File: config.mk
export PLATFORM = sky130hd
export DESIGN_NAME = cache_array
export DESIGN_NICKNAME = d
export VERILOG_FILES = /design/src/common/mem_pkg.sv /design/src/cache/cache_array.sv
export VERILOG_INCLUDE_DIRS = /design/src /design/src/common
export SDC_FILE = /design/constraint.sdc
export NUM_CORES = 1
export LEC_CHECK = 0
export BUFFER_PORTS_ARGS = -buffer_cell sky130_fd_sc_hd__buf_2
export CORE_MARGIN = 2
export CORE_UTILIZATION = 35
export DETAILED_ROUTE_END_ITERATION = 12
export PLACE_DENSITY_LB_ADDON = 0.1
export SYNTH_ARGS = -nofsm -noshare
export SYNTH_HDL_FRONTEND = slang
export SYNTH_SLANG_ARGS = --single-unit
File: constraint.sdc
create_clock -name clk -period 4.8 [get_ports clk]
set_input_delay 0.24 -clock clk [delete_from_list [all_inputs] [get_ports clk]]
set_output_delay 0.24 -clock clk [all_outputs]
set_load 0.1 [all_outputs]
File: src/common/cache_settings.svh
`ifndef CACHE_SETTINGS_SVH
`define CACHE_SETTINGS_SVH

////////////////////
// Word and line
////////////////////

`define WORD_BITS      32
`define BYTES_PER_WORD 4    // One enable per byte
`define LINE_WORDS     8    // Also the burst length
`define BEAT_BITS      3

////////////////////
// Sizes
////////////////////

`define CACHE_LINES    4
`define INDEX_BITS     2
`define RAM_WORDS      256
`define ADDR_BITS      8    // Word address

// What is left of the address above index and beat
`define TAG_BITS       (`ADDR_BITS - `INDEX_BITS - `BEAT_BITS)

`endif

File: src/common/mem_pkg.sv
`include "cache_settings.svh"

package mem_pkg;

    ////////////////////
    // Data path types
    ////////////////////

    // One data word
    typedef logic [`WORD_BITS-1:0] word_t;

    // Word address into the backing RAM
    typedef logic [`ADDR_BITS-1:0] addr_t;

    typedef logic [`BYTES_PER_WORD-1:0] ben_t;  // Byte enables

    // Word within a line
    typedef logic [`BEAT_BITS-1:0] beat_t;

endpackage

File: src/cache/cache_array.sv
`timescale 1ns/100ps
`include "cache_settings.svh"

module cache_array
    import mem_pkg::*;
(
    input  logic                 clk,
    input  logic                 rst_n,
    input  addr_t                addr,
    input  logic                 wr,
    input  logic                 set_valid,
    input  logic                 set_dirty,
    input  word_t                wr_data,
    input  ben_t                 wr_ben,
    output logic                 hit,
    output logic                 dirty,
    output logic [`TAG_BITS-1:0] victim_tag,
    output word_t                rdata
);

    logic [`TAG_BITS-1:0]   tag;
    logic [`INDEX_BITS-1:0] index;
    beat_t                  beat;
    logic                   fill_done;

    logic [`CACHE_LINES-1:0] valid_q;
    logic [`CACHE_LINES-1:0] dirty_q;
    logic [`TAG_BITS-1:0]    tag_q  [`CACHE_LINES];
    word_t                   data_q [`CACHE_LINES][`LINE_WORDS];

    assign {tag, index, beat} = addr;

    ////////////////////
    // Lookup
    ////////////////////

    assign hit        = valid_q[index] && (tag_q[index] == tag);
    assign dirty      = valid_q[index] && dirty_q[index];
    assign victim_tag = tag_q[index];          // Tag of whatever sits at this index
    assign rdata      = data_q[index][beat];

    // Last word of a fill makes the line live
    assign fill_done = wr && set_valid && (beat == beat_t'(`LINE_WORDS - 1));

    ////////////////////
    // Storage
    ////////////////////

    always_ff @(posedge clk) begin
        if (!rst_n) begin
            valid_q <= '0;
        end else if (fill_done) begin
            valid_q[index] <= 1'b1;
        end
    end

    always_ff @(posedge clk) begin
        if (wr) begin
            for (int b = 0; b < `BYTES_PER_WORD; b++) begin
                if (wr_ben[b]) begin
                    data_q[index][beat][8*b +: 8] <= wr_data[8*b +: 8];
                end
            end
        end
        if (fill_done) begin
            tag_q[index]   <= tag;
            dirty_q[index] <= 1'b0;   // Fresh copy of RAM
        end else if (set_dirty) begin
            dirty_q[index] <= 1'b1;
        end
    end

    // Dirty marking comes only with a processor store from the controller
    a_dirty_needs_write: assert property (
        @(posedge clk) disable iff (!rst_n)
        set_dirty |-> wr
    ) else $error("set_dirty without a write");

endmodule

==> flow_summary.yaml, run 1 <==
final_layout:
  antenna_cells: 0
  multiInputGateArea_um2: 8550
  drive_above_1_share_pct: 14.1
  nFillCells: 10300
  nets: 2420
  area_growth_pct: 14.1
  seq_area_um2: 31300
  final_util_pct: 40.4
  final_cell_count_no_fill: 3974
global_routing:
  grt_max_degree: 81
  grtUsageTotal_pct: 17.8
  grt_pass1_wl_mm: 151
  antenna_found_initial: 6
  grt_pass1_vias: 21300
  gr-total-overflow: 0
floorplan:
  die_h_um: 345
  row_count: 124
  fp.dieW_um: 345
  die-area_um2: 119000
  core_area_um2: 115000
  initial_core_util_pct: 35.4
  io_pins: 86
sta:
  fin_skew_ns: 0
  fin_crit_sh_pct: 74.5
  finalHoldViolations: 0
  rsz0062_at_grt: "false"
  timing.slew.headroom_pct: 17.2
  worst_pin_slew_ns: 1.24
  post-route-min-period_ns: 3.57
  setup_viol: 0
  setup-tns-final_ns: 0
  fmax_mhz: 280
  drv_slew: 0
  setup_ws_ns: 1.23
hold_path:
  worst_hold_path_type: "input port to flop"
  min_from: "wr_data[2]"
  worstHoldEndpoint: "data_q[2][98]"
  min_path_cells: 1
synth:
  synth_cell_type_count: 35
  yosysWarnings: 0
  avgSynthCellArea_um2: 18.1
  synthesis.nets: 2298
  syn_inst: 2249
  yosysSeqAreaShare_pct: 77.1
  synth-seq-cells: 1044
  syn_area_um2: 40600
drt:
  drc: 0
  drt-pass1-iter-count: 7
  initialDrtViolationCount: 1623
  ant_nets: 0
  routed_wl_mm: 106
  num_vias: 20700
  wl_per_cell_um: 26.8
  viasPerCell: 5.20
outcome:
  status: "complete, no violations"
place:
  hpwl_mm: 66.8
  post-place-cells: 3761
  gp_congestion: 0.752
  port_buffers: 85
  pre_cts_ws_ns: 1.02
clock_tree:
  cts_made_buffers: 113
  cts_root_buffer: "clkbuf_16"
  clock_path_buffers: 3
  htreeDepth: 3
  cts_tree: "yes"
  clk_pin_slew_ns: 0.06
  cts_sinks: 1044
  ctsResizeCount: 0
  worst_skew_pair.late_latency_ns: 0.68
critical_path:
  critPathRequiredTime_ns: 4.56
  r2r_end: "valid_q[3]"
  reg2reg_depth: 1
  crit_type: "input port to output port"
  r2r-start: "valid_q[3]"
  crit_arrival_ns: 3.33
  r2r_slack_ns: 4.20
  crit_path_start_kind: "input port"
  cp-end-kind: "output port"
  crit_path_max_fanout: 22
pwr:
  p_leak_nw: 15.8
  report.power.total_mw: 19.8
  powerDensity_nw_per_um2: 427
  vdd_drop_max_uv: 254
run:
  drv_cap: 0
-- cells by family after synthesis --
| family | Yosys count | share of synthesized area, % |
|---|---|---|
| compound gates | 261 | 4.54 |
| mux | 517 | 12.9 |
| buf+inv | 140 | 1.92 |
| flops | 1044 | 77.1 |
| xor+xnor | 3 | 0.0647 |
| simple gates | 284 | 3.45 |
-- power breakdown --
part	internal, mW	leakage [nW]	switching, mW
logic	0.278	4.61	0.920
clock network	4.99	1.76	3.47
registers	10.1	9.40	0.0137
total	15.4	15.8	4.40
-- through the flow --
stage	instance area (um^2)	hold slack, ns
final	46300	0.113
after global routing	46300	0.0927
after CTS	46300	0.0780
after detailed placement	42600	0.458
after global placement	42600	0.448
after floorplan	40600	0.339
-- flip-flops by register name, indices dropped and copies added (netlist names), named ones only --
| signal | cells |
|---|---|
| data_q | 1024 |
| tag_q | 12 |
| valid_q | 4 |
-- cell usage in the layout, fill, tap and decap left out, types with 2 or more instances in the layout --
master         netlist  final
nand2b_1             2      2
or3b_2               2      2
nand4_1              5      5
bufinv_16            0     12
xor2_1               2      2
clkinvlp_4           0      4
o21a_1               4      4
nand3_1             14     14
buf_4                6     51
edfxtp_1          1040   1040
nor3_1               3      3
dfxtp_1              4      4
nand4b_1             3      3
clkbuf_1            21     21
buf_2               97     84
buf_12               0      4
nor2_1             136    136
clkbuf_16            0    115
nand3b_1             3      3
inv_6                0      3
clkinv_1             0     29
nand2_1             35     35
o22ai_1            223    223
nor4_1              64     64
or4b_2               0      2
dlygate4sd3_1        0      6
mux4_2               5      5
o22ai_2             33     33
nand4bb_2            0      6
buf_8                0      2
or4b_1               4      2
clkinv_2             0     21
mux2i_1            512    512
-- worst max-delay path by stage --
stage	startpoint	cells after the start	end	slack [ns]
2_1_floorplan	addr[3]	4	hit	1.08
5_1_grt	addr[4]	8	rdata[18]	1.13
4_1_cts	addr[0]	7	rdata[16]	1.02
6_report	addr[3]	8	rdata[31]	1.23
3_5_place_dp	addr[0]	7	rdata[16]	1.02
3_3_place_gp	addr[0]	7	rdata[18]	1.01
-- metal layers --
metal,wire length (um),vias to the layer above,GRT usage [%]
li1,-,9309,-
met1,47800,10800,24.2
met4,2440,8,4.53
met2,51600,403,29.8
met3,4510,147,3.14
met5,46,-,0
-- repair_timing --
action,in CTS,in global routing
endpoints found under the setup margin,0,0
hold buffers,6,0
setup buffers,0,0
endpoints found under the hold margin,24,0
-- critical path, stage by stage --
cell and delay (ns):
buf_2 0.42, buf_4 0.33, or4b_2 0.72, buf_4 0.46, o22ai_2 0.14, nor4_1 0.47
nand2_1 0.19, buf_2 0.34
-- synth_stat cells --
cell	count	share of area (%)
edfxtp_1	1040	77
mux2i_1	512	13
o22ai_1	223	3.4
nor2_1	136	1.3
buf_2	97	1.2
nor4_1	64	0.99
nand2_1	35	0.32
o22ai_2	33	1.0
clkbuf_1	21	0.19
buf_6	14	0.39
nand3_1	14	0.17
buf_4	6	0.11
nand4bb_1	6	0.17
mux4_2	5	0.28
nand4_1	5	0.077
dfxtp_1	4	0.20
o21a_1	4	0.074
or4b_1	4	0.099
nand3b_1	3	0.055
nand4b_1	3	0.065
nor3_1	3	0.037
nand2b_1	2	0.031
or3b_2	2	0.043
xor2_1	2	0.043
a31oi_1	1	0.015
and2_1	1	0.015
and2b_1	1	0.018
and3_1	1	0.015
buf_1	1	0.0092
clkbuf_4	1	0.018
nand4b_2	1	0.037
nor2b_1	1	0.015
or3_1	1	0.015
or4_1	1	0.018
xnor2_1	1	0.022
-- cell type report --
class | count | area share, %
Clock buffer | 136 | 6.38
Clock inverter | 70 | 1.38
Multi-Input combinational cell | 1065 | 18.5
Sequential cell | 1044 | 67.6
Tap cell | 1512 | 4.08
Timing Repair Buffer | 147 | 2.10
Power figures use the tool's default switching activity.
==> run 2, diff against run 1 <==
Settings changed: ABC_AREA set to 1.
Clock period 4.8 ns to 3.1 ns, I/O delays scaled along.
==> run 2 against run 1 <==
  * Sequential cell count unchanged
  * Final cell count up 55%
  * Clock skew unchanged
  * Utilization up 0.46 points
  * Wire length up 12%
  * Global-route usage up 0.88 points
  * Non-clock buffer count up 59
==> flow_summary.yaml, run 2 <==
hold_path:
  worstHoldEndpoint: "data_q[3][157]"
  min_from: "wr_data[29]"
  worst_hold_path_type: "input port to flop"
  min_path_cells: 1
sta:
  whs_ns: 0.0580
  setup_viol: 0
  setup-tns-final_ns: 0
  worst_pin_slew_ns: 0.958
  rsz0062_at_grt: "false"
  drv_slew: 0
  finalHoldViolations: 0
  fmax_mhz: 417
  timing.slew.headroom_pct: 35.9
  fin_skew_ns: 0
  fin_crit_sh_pct: 77.3
  setup_ws_ns: 0.704
  post-route-min-period_ns: 2.40
drt:
  wl_met3_mm: 4.27
  wl_per_cell_um: 19.4
  drc: 0
  routed_wl_mm: 119
  num_vias: 28400
  initialDrtViolationCount: 2083
  viasPerCell: 4.63
  ant_nets: 0
  wl_met1_mm: 55.4
  highest_layer: "met5"
  drt-pass1-iter-count: 6
  wl_met2_mm: 56.4
final_layout:
  final_common_cell: "nand2_1"
  nFillCells: 12100
  area_growth_pct: 15.5
  reg_top3: "data_q x1024, tag_q x12, valid_q x4"
  largest_register_ffs: 1024
  nets: 4463
  stdcell_area_um2: 50600
  top_register: "data_q"
  drive_above_1_share_pct: 8.67
  mostFrequentLayoutCells: "2797 x nand2_1, 1040 x edfxtp_1, 202 x nor2_1"
pwr:
  report.power.total_mw: 31.8
  p_leak_nw: 21.0
  vdd_drop_max_uv: 456
  powerDensity_nw_per_um2: 628
global_routing:
  grt_pass1_vias: 28000
  gr-total-overflow: 0
  grt_pass1_wl_mm: 180
  grtUsageTotal_pct: 18.7
  antenna_found_initial: 4
  grt_max_degree: 121
floorplan:
  row_count: 129
  fp.dieW_um: 358
  core_area_um2: 124000
  initial_core_util_pct: 35.4
  io_pins: 86
  die-area_um2: 128000
  die_h_um: 358
clock_tree:
  clk_pin_slew_ns: 0.06
  post_cts_buffers: 0
  cts_made_buffers: 118
  clock_path_buffers: 3
  cts_tree: "yes"
  htreeDepth: 3
  cts_root_buffer: "clkbuf_16"
  worst_skew_pair.late_latency_ns: 0.69
  cts_sinks: 1044
place:
  port_buffers: 85
  hpwl_mm: 67.5
  pre_cts_ws_ns: 0.605
  gp_congestion: 0.743
  dpl_cell_area_um2: 46800
synth:
  async_reset_ff_share_pct: 0
  synth_top_area_share_pct: 71.2
  synthTopCellsByArea: "edfxtp_1 71%, nand2_1 24%, nor2_1 1.7%, buf_2 1.2%, clkbuf_1 0.65%"
  yosysMostFrequentCell: "nand2_1"
  syn_inst: 4299
  avgSynthCellArea_um2: 10.2
  synth_cell_type_count: 20
  synthesis.nets: 4348
  synth_top_cell_by_area: "edfxtp_1"
  synth_flop_cell: "edfxtp_1"
  synth_edf_count: 1040
  yosysWarnings: 0
  netlist_top_cells_count: "2798 x nand2_1, 1040 x edfxtp_1, 202 x nor2_1"
  syn_area_um2: 43800
  yosysSeqAreaShare_pct: 71.4
  synth-seq-cells: 1044
critical_path:
  worstPathCellList: "nand2_1, nand2_1, nand2_1, nand2_1, nand2_1, nand2_1, nor2_1, nand2_1, buf_2"
  slowest_delay_ns: 0.37
  r2r_slack_ns: 2.51
  crit_arrival_ns: 2.24
  critPathRequiredTime_ns: 2.94
  cp_slowest_cell: "edfxtp_1"
  crit_path_start_kind: "flop"
  crit_path_max_fanout: 1
  crit_type: "flop to output port"
  cp-startpoint: "data_q[1][5]"
  r2r-start: "valid_q[3]"
  reg2reg_depth: 1
  cp-end-kind: "output port"
  cp_common_cell: "nand2_1"
  r2r_end: "valid_q[3]"
run:
  drv_cap: 0
outcome:
  status: "complete, no violations"
[run 2: critical path: cells and delay by family (launching register included)]
family | cells | cell delay (ns)
buffers and inverters | 1 | 0.31
DFF | 1 | 0.37
and+or+nand+nor | 8 | 0.88
[run 2: final cells by class]
class | count | area [um^2] | area share (%)
inverter | 21 | 93.8 | 0.185
multi-input combinational | 3023 | 11500 | 22.7
antenna | 1 | 2.50 | 0.00494
tap | 1637 | 2050 | 4.04
timing repair buffer | 206 | 1880 | 3.71
clock inverter | 64 | 612 | 1.21
clock buffer | 153 | 3230 | 6.37
sequential | 1044 | 31300 | 61.8
[run 2: worst max-delay path by stage]
stage,endpoint,slack [ns],depth (start not counted)
3_5_place_dp,data_q[3][144],0.60,5
6_report,rdata[5],0.70,9
3_3_place_gp,data_q[1][44],0.63,5
2_1_floorplan,hit,0.07,10
5_1_grt,rdata[19],0.54,13
4_1_cts,rdata[19],0.66,13
[run 2: kinds of logic (layout without fill, tap and decap cells)]
logic type             count (synthesis)  after routing  synth area share, %
AO/OA/AOI/OAI                          7              7                0.111
buffers and inverters                232            444                 2.41
flip-flops                          1044           1044                 71.4
other                                  0              1                    0
AND/OR/NAND/NOR                     3016           3016                 26.1
[run 2: power breakdown]
| part | leakage (nW) | switching, mW | internal, mW |
|---|---|---|---|
| Combinational | 9.68 | 1.83 | 0.498 |
| Sequential | 9.40 | 0.0204 | 15.6 |
| Clock | 1.88 | 5.58 | 8.26 |
[run 2: stage by stage]
| step | std cells | utilization, % |
|---|---|---|
| 3_3_place_gp | 5926 | 37.7 |
| 6_report | 6149 | 40.9 |
| 5_1_grt | 6148 | 40.9 |
| 4_1_cts | 6148 | 40.9 |
| 3_5_place_dp | 5926 | 37.7 |
| 2_1_floorplan | 4299 | - |
[run 2: metal layers]
layer / up-vias / GRT usage (%)
met1: 13600 / 26.1
met2: 476 / 30.7
met3: 194 / 2.44
met5: - / 0
li1: 14100 / -
met4: 2 / 5.10
[run 2: what timing repair did]
item,in CTS,in global routing
hold buffers,5,0
setup endpoints to repair,0,0
endpoints found under the hold margin,20,0
gates resized for setup,0,0
