--- src/common/cache_settings.svh ---
`ifndef CACHE_SETTINGS_SVH
`define CACHE_SETTINGS_SVH

////////////////////
// Word and line
////////////////////

`define WORD_BITS      32
`define BYTES_PER_WORD 4    // One enable per byte
`define LINE_WORDS     8    // Also the burst length
`define BEAT_BITS      3

////////////////////
// Sizes
////////////////////

`define CACHE_LINES    4
`define INDEX_BITS     2
`define RAM_WORDS      256
`define ADDR_BITS      8    // Word address

// What is left of the address above index and beat
`define TAG_BITS       (`ADDR_BITS - `INDEX_BITS - `BEAT_BITS)

`endif

--- src/common/mem_pkg.sv ---
`include "cache_settings.svh"

package mem_pkg;

    ////////////////////
    // Data path types
    ////////////////////

    // One data word
    typedef logic [`WORD_BITS-1:0] word_t;

    // Word address into the backing RAM
    typedef logic [`ADDR_BITS-1:0] addr_t;

    typedef logic [`BYTES_PER_WORD-1:0] ben_t;  // Byte enables

    // Word within a line
    typedef logic [`BEAT_BITS-1:0] beat_t;

endpackage

--- src/common/cache_pkg.sv ---
package cache_pkg;

    ////////////////////
    // Controller
    ////////////////////

    // Miss handling states, the _D kinds write the victim back first
    typedef enum logic [2:0] {
        NORMAL,
        IC_MISS,
        DC_MISS,
        DC_MISS_D,
        DOUBLE_MISS,
        DOUBLE_MISS_D
    } ctrl_state_t;

    // RAM address source
    typedef enum logic [1:0] {
        RAM_SRC_IC,       // Instruction line
        RAM_SRC_DC,       // Data line
        RAM_SRC_VICTIM    // Dirty line leaving the data cache
    } ram_src_t;

endpackage

--- src/cache/cache_control.sv ---
`timescale 1ns/100ps
`include "cache_settings.svh"

module cache_control
    import mem_pkg::*;
    import cache_pkg::*;
(
    input  logic                 clk,
    input  logic                 rst_n,
    // Processor ports
    input  logic                 ic_req,
    input  addr_t                ic_addr,
    input  logic                 dc_req,
    input  logic                 dc_we,
    input  addr_t                dc_addr,
    input  word_t                dc_wdata,
    input  ben_t                 dc_ben,
    output logic                 ic_ack,
    output logic                 dc_ack,
    // Array status
    input  logic                 ic_hit,
    input  logic                 dc_hit,
    input  logic                 dc_dirty,
    input  logic [`TAG_BITS-1:0] dc_victim_tag,
    input  word_t                dc_word,
    // Array control
    output addr_t                ic_lookup_addr,
    output logic                 ic_fill,
    output word_t                ic_fill_data,
    output addr_t                dc_lookup_addr,
    output logic                 dc_wr,
    output word_t                dc_wr_data,
    output ben_t                 dc_wr_ben,
    output logic                 dc_set_valid,
    output logic                 dc_set_dirty,
    // Backing RAM
    output addr_t                ram_addr,
    output logic                 ram_en,
    output logic                 ram_we,
    input  word_t                ram_rdata
);

    localparam int LINE_BITS = `ADDR_BITS - `BEAT_BITS;
    localparam logic [`BEAT_BITS:0] LAST_CNT = `LINE_WORDS;

    ctrl_state_t state, state_next;
    ram_src_t    ram_src;

    logic [`BEAT_BITS:0]    cnt;         // Runs one past the last beat for RAM latency
    logic                   last;
    beat_t                  cnt_beat;
    beat_t                  fill_beat;
    logic                   fill_wr;
    logic [LINE_BITS-1:0]   ic_line;
    logic [LINE_BITS-1:0]   dc_line;
    logic [`INDEX_BITS-1:0] dc_index;
    addr_t                  ic_fill_addr;

    logic normal;
    logic ic_pend, dc_pend;
    logic dc_wr_hit, ic_take, dc_take;
    logic ic_miss, dc_miss;

    assign last      = (cnt == LAST_CNT);
    assign cnt_beat  = cnt[`BEAT_BITS-1:0];
    assign fill_beat = cnt_beat - 1'b1;   // RAM word arrives a cycle late
    assign fill_wr   = (cnt != '0);

    assign ic_line      = ic_addr[`ADDR_BITS-1:`BEAT_BITS];
    assign dc_line      = dc_addr[`ADDR_BITS-1:`BEAT_BITS];
    assign dc_index     = dc_addr[`BEAT_BITS +: `INDEX_BITS];
    assign ic_fill_addr = {ic_line, fill_beat};

    ////////////////////
    // Lookup decisions for NORMAL
    ////////////////////

    assign normal  = (state == NORMAL);
    assign ic_pend = ic_req && !ic_ack;
    assign dc_pend = dc_req && !dc_ack;

    // Store hit also patches the ic copy and needs the ic lookup free of a held ack
    assign dc_wr_hit = normal && dc_pend && dc_we && dc_hit && !ic_ack;
    assign ic_take   = normal && ic_pend && ic_hit && !dc_wr_hit;
    assign dc_take   = dc_wr_hit || (normal && dc_pend && !dc_we && dc_hit);
    assign ic_miss   = ic_pend && !ic_hit && !dc_wr_hit;
    assign dc_miss   = dc_pend && !dc_hit;

    always_comb begin
        state_next = state;
        case (state)
            NORMAL: begin
                if (dc_miss && ic_miss) begin
                    state_next = dc_dirty ? DOUBLE_MISS_D : DOUBLE_MISS;
                end else if (dc_miss) begin
                    state_next = dc_dirty ? DC_MISS_D : DC_MISS;
                end else if (ic_miss && !dc_pend && !dc_ack) begin
                    state_next = IC_MISS;   // Coherence check borrows the dc lookup
                end
            end
            IC_MISS:       if (last) state_next = NORMAL;
            DOUBLE_MISS:   if (last) state_next = DC_MISS;
            DC_MISS:       if (last) state_next = NORMAL;
            DC_MISS_D:     if (last) state_next = DC_MISS;
            DOUBLE_MISS_D: if (last) state_next = DOUBLE_MISS;
            default:       state_next = NORMAL;
        endcase
    end

    always_ff @(posedge clk) begin
        if (!rst_n) begin
            state  <= NORMAL;
            cnt    <= '0;
            ic_ack <= 1'b0;
            dc_ack <= 1'b0;
        end else begin
            state <= state_next;
            cnt   <= (normal || last) ? '0 : cnt + 1'b1;
            ic_ack <= ic_ack ? ic_req : ic_take;   // Held until req drops
            dc_ack <= dc_ack ? dc_req : dc_take;
        end
    end

    ////////////////////
    // Array and RAM steering
    ////////////////////

    always_comb begin
        ic_lookup_addr = ic_addr;
        dc_lookup_addr = dc_addr;
        ic_fill        = 1'b0;
        ic_fill_data   = ram_rdata;
        dc_wr          = 1'b0;
        dc_wr_data     = ram_rdata;
        dc_wr_ben      = '1;
        dc_set_valid   = 1'b0;
        dc_set_dirty   = 1'b0;
        ram_src        = RAM_SRC_IC;
        ram_en         = 1'b0;
        ram_we         = 1'b0;
        case (state)
            NORMAL: begin
                if (dc_wr_hit) begin
                    ic_lookup_addr = dc_addr;
                end
                ic_fill      = dc_wr_hit && ic_hit;
                ic_fill_data = dc_wdata;
                dc_wr        = dc_wr_hit;
                dc_wr_data   = dc_wdata;
                dc_wr_ben    = dc_ben;
                dc_set_dirty = dc_wr_hit;
            end
            IC_MISS, DOUBLE_MISS: begin
                ic_lookup_addr = ic_fill_addr;
                dc_lookup_addr = ic_fill_addr;
                ic_fill        = fill_wr;
                if (dc_hit) begin
                    ic_fill_data = dc_word;   // Newer copy in data cache
                end else begin
                    ram_en = !last;
                end
            end
            DC_MISS: begin
                dc_lookup_addr = {dc_line, fill_beat};
                dc_wr          = fill_wr;
                dc_set_valid   = fill_wr;
                ram_src        = RAM_SRC_DC;
                ram_en         = !last;
            end
            DC_MISS_D, DOUBLE_MISS_D: begin
                dc_lookup_addr = {dc_line, cnt_beat};   // Victim read straight to RAM
                ram_src        = RAM_SRC_VICTIM;
                ram_en         = !last;
                ram_we         = !last;
            end
            default: begin
                ram_en = 1'b0;
            end
        endcase
    end

    always_comb begin
        case (ram_src)
            RAM_SRC_IC: ram_addr = {ic_line, cnt_beat};
            RAM_SRC_DC: ram_addr = {dc_line, cnt_beat};
            default:    ram_addr = {dc_victim_tag, dc_index, cnt_beat};
        endcase
    end

    // The victim line stays valid and dirty until its refill
    a_we_only_writeback: assert property (
        @(posedge clk) disable iff (!rst_n)
        ram_we |-> ((state inside {DC_MISS_D, DOUBLE_MISS_D}) && dc_dirty)
    ) else $error("RAM write outside a dirty write-back");

    a_ack_from_normal: assert property (
        @(posedge clk) disable iff (!rst_n)
        ($rose(ic_ack) || $rose(dc_ack)) |-> ($past(state) == NORMAL)
    ) else $error("ack raised during miss handling");

    // Array contents under a held ack stay put
    a_no_fill_under_ack: assert property (
        @(posedge clk) disable iff (!rst_n)
        !(ic_ack && ic_fill)
    ) else $error("ic fill while ic_ack high");

endmodule

--- config.mk ---
export PLATFORM = sky130hd
export DESIGN_NAME = cache_control
export DESIGN_NICKNAME = d
export VERILOG_FILES = /design/src/common/mem_pkg.sv /design/src/common/cache_pkg.sv /design/src/cache/cache_control.sv
export VERILOG_INCLUDE_DIRS = /design/src /design/src/common
export SDC_FILE = /design/constraint.sdc
export NUM_CORES = 1
export LEC_CHECK = 0
export BUFFER_PORTS_ARGS = -buffer_cell sky130_fd_sc_hd__buf_2
export CAP_MARGIN = 25
export CORE_AREA = 5 5 84 86
export DETAILED_ROUTE_END_ITERATION = 7
export DIE_AREA = 0 0 89 91
export HOLD_SLACK_MARGIN = 0.12
export PLACE_DENSITY = 0.77
export RECOVER_POWER = 50
export SKIP_CTS_REPAIR_TIMING = 1
export SLEW_MARGIN = 20
export SYNTH_ARGS = -nofsm -noshare
export SYNTH_HDL_FRONTEND = slang
export SYNTH_SLANG_ARGS = --single-unit
export TNS_END_PERCENT = 1
--- constraint.sdc ---
create_clock -name clk -period 3.3 [get_ports clk]
set_input_delay 0 -clock clk [delete_from_list [all_inputs] [get_ports clk]]
set_output_delay 0 -clock clk [all_outputs]
set_load 0.03 [all_outputs]
==> impl_metrics.json, run 1 <==
{
  "status": "complete, no violations",
  "tightest_slew_margin_relative_to_the_limit": 0.293,
  "global_route_wire_length_before_repair_mm": 13.9,
  "cell_types_occupying_the_most_area_after_synthesis": "sky130_fd_sc_hd__nand2_1 (33%), sky130_fd_sc_hd__dfxtp_1 (9.1%), sky130_fd_sc_hd__a22oi_1 (6.4%), sky130_fd_sc_hd__o211ai_1 (6.0%), sky130_fd_sc_hd__nor2_1 (5.5%)",
  "route.antenna.remaining_nets": 0,
  "worst_margin_slew_ps": 1060,
  "synthMostInstantiatedCell": "sky130_fd_sc_hd__nand2_1",
  "place.detailed.instances": 632,
  "maximum_number_of_pins_on_one_net_before_global_route_repair": 57,
  "synthMuxAreaShare": 0.0561,
  "dieWidth_um": 89,
  "cts_tree": "yes",
  "vias_per_cell": 4.99,
  "setup_viol": 0,
  "drt-initial-drc-count": 110,
  "timing.final.crit_share": 0.804,
  "hpwlAfterDp_mm": 7.61,
  "timing.clock.skew_ps": 2.18,
  "p_per_area_nw_per_um2": 438,
  "rows": 29,
  "clock_tree.root_cell": "sky130_fd_sc_hd__clkbuf_8",
  "unrepaired_setup_endpoints_after_global_routing": "no",
  "cts.sink_count": 9,
  "worst_ep_required_time_ps": 3420,
  "leakage_nw": 1.69,
  "netlist_instances": 354,
  "maximum_clock_frequency_mhz": 377,
  "vdd.ir_drop.worst_mv": 0.266,
  "area_fraction_in_compound_gates_after_synthesis": 0.231,
  "grt_pass1_vias": 2925,
  "yosys.area.top_type_share": 0.327,
  "slew_viol_final": 0,
  "fill_cells": 692,
  "fin_cells": 642,
  "cts_max_path_buffers": 2,
  "finalCoreUtilization": 0.496,
  "die-area_um2": 8100,
  "grt-ovfl-total": 0,
  "insertedDiodeCount": 0,
  "synthesis.area_per_instance_um2": 5.61,
  "cts.reportedPaths.clkPinSlew_ps": 40,
  "place_worst_setup_slack_ps": 1040,
  "combinational_family_with_the_most_area_after_synthesis": "simple AND/OR/NAND/NOR gates",
  "crit_path_end_kind": "flop",
  "seq_area_frac_synth": 0.0907,
  "avgRoutedWirePerCell_um": 14.6,
  "synth_fa_ha_area_frac": 0.0176,
  "synthesis.area_um2": 1990,
  "finalNetCount": 695,
  "groute.usage.overall": 0.208,
  "drc_errors": 0,
  "dr.pass1.iters": 5,
  "postSynth.topFlopCell": "sky130_fd_sc_hd__dfxtp_1",
  "timing.final.hold_violations": 0,
  "vias": 3202,
  "timing.setup.critical_path_class": "flop to flop",
  "htree_levels": 1,
  "synth-async-reset-ratio": 0,
  "critPathArrivalTime_ps": 2770,
  "setup_tns_ps": 0,
  "ys_warn_count": 0,
  "fp.coreArea_um2": 6200,
  "synth_top_cell_by_area": "sky130_fd_sc_hd__nand2_1",
  "floorplan.initialDensity": 0.320,
  "seq_area_um2": 180,
  "worstSetupStartpointType": "flop",
  "post_layout_worst_setup_margin_ps": 647,
  "final_layout_size_suffix_gt1_frac": 0.345,
  "die_height_um": 91,
  "period_minus_slack_ps": 2650,
  "io_pins": 227,
  "multi_input_comb_area_um2": 1580,
  "clock_insertion_delay_worst_skew_ps": 230,
  "synth_enable_flop_cells": 0,
  "antenna_violations_before_repair": 1,
  "numCtsBuffers": 3,
  "area_growth_pct": 55.1,
  "wl_mm": 9.37,
  "buffer_ports.inserted": 226,
  "critical_path.max_fanout": 56,
  "synth.net_count": 483,
  "yosys.area_share.simple": 0.471,
  "flops_latches_synth": 9,
  "yosys-top-cells-count": "sky130_fd_sc_hd__nand2_1 (173), sky130_fd_sc_hd__nor2_1 (29), sky130_fd_sc_hd__a22oi_1 (17), sky130_fd_sc_hd__o211ai_1 (16), sky130_fd_sc_hd__buf_2 (11)",
  "hp-class": "input port to flop",
  "synth-xor-area-share": 0.0258,
  "distinct_cells_synth": 40,
  "place.gp.congestion": 0.977,
  "max-cap-violations": 0
}
## cell usage in the layout, fill, tap and decap left out, types with 4 or more instances in the layout
cell,synthesis,final
sky130_fd_sc_hd__dfxtp_1,9,9
sky130_fd_sc_hd__o21ai_0,4,4
sky130_fd_sc_hd__inv_1,8,8
sky130_fd_sc_hd__nand2_1,173,173
sky130_fd_sc_hd__buf_2,11,181
sky130_fd_sc_hd__mux2_2,4,4
sky130_fd_sc_hd__nand2b_1,7,7
sky130_fd_sc_hd__dlygate4sd3_1,0,6
sky130_fd_sc_hd__a22oi_1,17,17
sky130_fd_sc_hd__mux2_1,5,5
sky130_fd_sc_hd__o211ai_1,16,16
sky130_fd_sc_hd__o22ai_1,8,8
sky130_fd_sc_hd__clkbuf_1,4,46
sky130_fd_sc_hd__nor2_1,29,29
sky130_fd_sc_hd__a21oi_1,10,10
sky130_fd_sc_hd__a221o_1,4,4
## sequential cells by signal, indices dropped and copies added (netlist names)
register and cells:
cnt 4, dc_ack 1, ic_ack 1, state 3
## metal layers
metal | global-route usage | part of all wire | vias to the layer above | wire, um
met5 | 0 | 0.0014 | - | 13
met4 | 0.0596 | 0.024 | 2 | 225
met3 | 0.0452 | 0.11 | 25 | 992
met2 | 0.364 | 0.49 | 160 | 4620
met1 | 0.252 | 0.38 | 1410 | 3520
li1 | - | - | 1605 | -
## worst max-delay path: stages, from the launching register on
cell and delay [ps]:
sky130_fd_sc_hd__dfxtp_1 770, sky130_fd_sc_hd__nor3_1 170, sky130_fd_sc_hd__clkbuf_2 620, sky130_fd_sc_hd__a31oi_1 360, sky130_fd_sc_hd__nor2_1 50, sky130_fd_sc_hd__dlygate4sd3_1 550
## cells by family (layout without fill, tap and decap cells)
| logic type | after synthesis | after routing |
|---|---|---|
| and+or+nand+nor | 226 | 226 |
| buffers and inverters | 35 | 246 |
| AOI/OAI and AO/OA | 66 | 66 |
| adders and majority gates | 3 | 3 |
| DFF | 9 | 9 |
| muxes | 10 | 10 |
| xor gates and xnor gates | 5 | 5 |
## path summary, 6_finish.rpt
kind         startpoint  endpoint  slack [ps]  cells after the start
max            state[0]    ic_ack         650                      5
min              dc_hit    dc_ack          80                      3
max reg2reg    state[0]    ic_ack         650                      5
min reg2reg      cnt[0]    cnt[0]         560                      1
## per-stage QoR
stage	hold slack (ps)	instance area [um^2]	power, mW
detailed placement	252	3060	1.25
floorplan	114	1990	0.925
finish	83.1	3080	1.35
global placement	235	3060	1.24
CTS	1.77	3100	1.38
global route	132	3080	1.45
## layout make-up
cell class / instances / share of cell area
Clock buffer: 4 / 0.0146
Inverter: 8 / 0.00975
Multi-Input combinational cell: 310 / 0.513
Sequential cell: 9 / 0.0585
Tap cell: 77 / 0.0313
Timing Repair Buffer: 234 / 0.372
## power by group
group / leakage, nW / internal (mW) / switching (mW) / total [mW]
sequential: 0.0733 / 0.115 / 0.0213 / 0.137
combinational: 1.59 / 0.314 / 0.771 / 1.09
clock: 0.0228 / 0.0842 / 0.0442 / 0.128
Note: power is estimated with default switching activity, not from simulation.
==> inputs of run 2 (changes only) <==
--- a/config.mk
+++ b/config.mk
@@ -6,13 +6,14 @@
 export SDC_FILE = /design/constraint.sdc
 export NUM_CORES = 1
 export LEC_CHECK = 0
+export ABC_AREA = 1
 export BUFFER_PORTS_ARGS = -buffer_cell sky130_fd_sc_hd__buf_2
 export CAP_MARGIN = 25
-export CORE_AREA = 5 5 84 86
+export CORE_MARGIN = 5
+export CORE_UTILIZATION = 32
 export DETAILED_ROUTE_END_ITERATION = 7
-export DIE_AREA = 0 0 89 91
 export HOLD_SLACK_MARGIN = 0.12
-export PLACE_DENSITY = 0.77
+export PLACE_DENSITY = 0.78
 export RECOVER_POWER = 50
 export SKIP_CTS_REPAIR_TIMING = 1
 export SLEW_MARGIN = 20
==> constraint.sdc (replaced) <==
create_clock -name clk -period 2.25 [get_ports clk]
set_input_delay 0 -clock clk [delete_from_list [all_inputs] [get_ports clk]]
set_output_delay 0 -clock clk [all_outputs]
set_load 0.03 [all_outputs]
==> run 2 against run 1 <==
Against the previous run:
- register-to-register slack lost 50 ps
- highest routed layer is now met4
- first-iteration DRC count grew 20%
- die area grew 0.84%
- setup slack lost 470 ps
- via count shrank 0.94%
- critical endpoint is now ic_lookup_addr[0]
- sequential share of layout area shrank 0.27 points
- critical path type is now flop to output port
==> impl_metrics.json, run 2 <==
{
  "rows": 29,
  "route.antenna.remaining_nets": 0,
  "worstSetupStartpointType": "flop",
  "buffer_ports.inserted": 226,
  "die-area_um2": 8170,
  "mostFrequentLayoutCell": "sky130_fd_sc_hd__buf_2",
  "top_register": "cnt",
  "antenna_violations_before_repair": 0,
  "critical_path.max_fanout": 19,
  "cts.sink_count": 9,
  "path_common_cell": "sky130_fd_sc_hd__nand2_1",
  "final_layout_size_suffix_gt1_frac": 0.450,
  "postSynth.topFlopCell": "sky130_fd_sc_hd__dfxtp_1",
  "max-cap-violations": 0,
  "worst_ep_required_time_ps": 2250,
  "numCtsBuffers": 3,
  "netlist_instances": 354,
  "place.detailed.instances": 637,
  "dieWidth_um": 90.4,
  "yosys-top-cells-count": "sky130_fd_sc_hd__nand2_1 (74), sky130_fd_sc_hd__inv_1 (63), sky130_fd_sc_hd__nand3_1 (48), sky130_fd_sc_hd__o21ai_0 (45), sky130_fd_sc_hd__o211ai_2 (30)",
  "fin_cells": 644,
  "tightest_slew_margin_relative_to_the_limit": 0.606,
  "cts_max_path_buffers": 2,
  "unrepaired_setup_endpoints_after_global_routing": "no",
  "hpwlAfterDp_mm": 7.35,
  "groute.usage.overall": 0.205,
  "distinct_cells_synth": 31,
  "cell_types_occupying_the_most_area_after_synthesis": "sky130_fd_sc_hd__o211ai_2 (18%), sky130_fd_sc_hd__nand2_1 (13%), sky130_fd_sc_hd__nand3_1 (12%), sky130_fd_sc_hd__inv_1 (11%), sky130_fd_sc_hd__o21ai_0 (11%)",
  "worst_margin_slew_ps": 592,
  "most_used_cells_in_the_layout_excluding_fill_and_tap_cells": "sky130_fd_sc_hd__buf_2 (206), sky130_fd_sc_hd__nand2_1 (74), sky130_fd_sc_hd__inv_1 (61)",
  "status": "complete, no violations",
  "period_minus_slack_ps": 2070,
  "maximum_number_of_pins_on_one_net_before_global_route_repair": 67,
  "synth-async-reset-ratio": 0,
  "insertedDiodeCount": 0,
  "vias": 3172,
  "cts.reportedPaths.clkPinSlew_ps": 40,
  "place.gp.congestion": 0.907,
  "drc_errors": 0,
  "floorplan.initialDensity": 0.327,
  "worstPathCellList": "inv_1, nand3_1, nand2_2, buf_6, clkinvlp_4, nand2_1, o21ai_0, nand2_1, o211ai_1, buf_2",
  "avgRoutedWirePerCell_um": 14.0,
  "vias_per_cell": 4.93,
  "io_pins": 227,
  "fp.coreArea_um2": 6310,
  "area_growth_pct": 56.1,
  "drt-initial-drc-count": 132,
  "timing.clock.skew_ps": 2.42,
  "hp-class": "input port to flop",
  "setup_viol": 0,
  "synth_top_cell_by_area": "sky130_fd_sc_hd__o211ai_2",
  "timing.setup.critical_path_class": "flop to output port",
  "clock_insertion_delay_worst_skew_ps": 240,
  "synth_enable_flop_cells": 0,
  "critPathArrivalTime_ps": 2070,
  "setup_tns_ps": 0,
  "timing.final.crit_share": 0.922,
  "ys_warn_count": 0,
  "maximum_clock_frequency_mhz": 482,
  "seq_area_frac_synth": 0.0872,
  "die_height_um": 90.4,
  "critical_path.slowest_cell": "sky130_fd_sc_hd__dfxtp_1",
  "timing.final.hold_violations": 0,
  "flops_latches_synth": 9,
  "global_route_wire_length_before_repair_mm": 14.6,
  "largest_stage_delay_on_the_critical_path_ps": 330,
  "crit_path_end_kind": "output port",
  "grt-ovfl-total": 0,
  "yosys.area.top_type_share": 0.182,
  "synthesis.area_per_instance_um2": 5.84,
  "synthesis.area_um2": 2070,
  "slew_viol_final": 0,
  "biggestRegsByFlops": "cnt x4, state x3",
  "synthMostInstantiatedCell": "sky130_fd_sc_hd__nand2_1",
  "htree_levels": 1,
  "hold-worst-slack_ps": 89.6,
  "largest_reg_flops": 4,
  "synth.net_count": 483,
  "clock_tree.root_cell": "sky130_fd_sc_hd__clkbuf_8",
  "regToRegSetupSlack_ps": 600,
  "finalNetCount": 697,
  "grt_pass1_vias": 3053,
  "wl_mm": 9.01,
  "dr.pass1.iters": 4,
  "cts_tree": "yes"
}
run 2: path summary, 6_finish.rpt:
path / from / end / cells past startpoint
worst max-delay path: state[2] / ic_lookup_addr[0] / 10
worst min-delay path: dc_we / dc_ack / 4
worst max register to register: state[2] / state[1] / 8
worst min register to register: cnt[0] / cnt[0] / 1
run 2: area by class of cell:
cell class | instances | area [um^2]
sequential | 9 | 180
fill | 663 | 3090
inverter | 63 | 240
tap | 77 | 96.3
multi-input combinational | 258 | 1490
clock buffer | 4 | 45.0
timing repair buffer | 233 | 1170
run 2: kinds of logic (layout without fill, tap and decap cells):
| logic type | after synthesis | count (layout) | synth area share |
|---|---|---|---|
| compound gates | 98 | 98 | 0.365 |
| xor+xnor | 3 | 3 | 0.0127 |
| fa+ha+maj | 2 | 2 | 0.0121 |
| buf+inv | 87 | 300 | 0.192 |
| flops | 9 | 9 | 0.0872 |
| simple gates | 155 | 155 | 0.331 |
run 2: critical path: cells and delay by family, from the launching register on:
kind / cells / cell delay, ps
buffers and inverters: 4 / 790
AND/OR/NAND/NOR: 4 / 460
flip-flops: 1 / 330
AO/OA/AOI/OAI: 2 / 240
run 2: routing by layer:
metal  global-route usage  part of all wire  up-vias
met5                    0                 0        -
met4               0.0484             0.013        0
met3               0.0342             0.076       13
met2                0.370              0.52      148
met1                0.251              0.39     1402
li1                     -                 -     1609
run 2: metrics by stage:
step	util	setup slack, ps	area, um^2
2_1_floorplan	-	573	2070
3_3_place_gp	0.501	318	3160
3_5_place_dp	0.501	266	3160
4_1_cts	0.508	7.12	3210
5_1_grt	0.511	13.0	3230
6_report	0.511	176	3230
Power of run 2 is left out: the tool's default activity adds up to more than one toggle a clock period on the data nets, which glitch-free logic cannot reach.
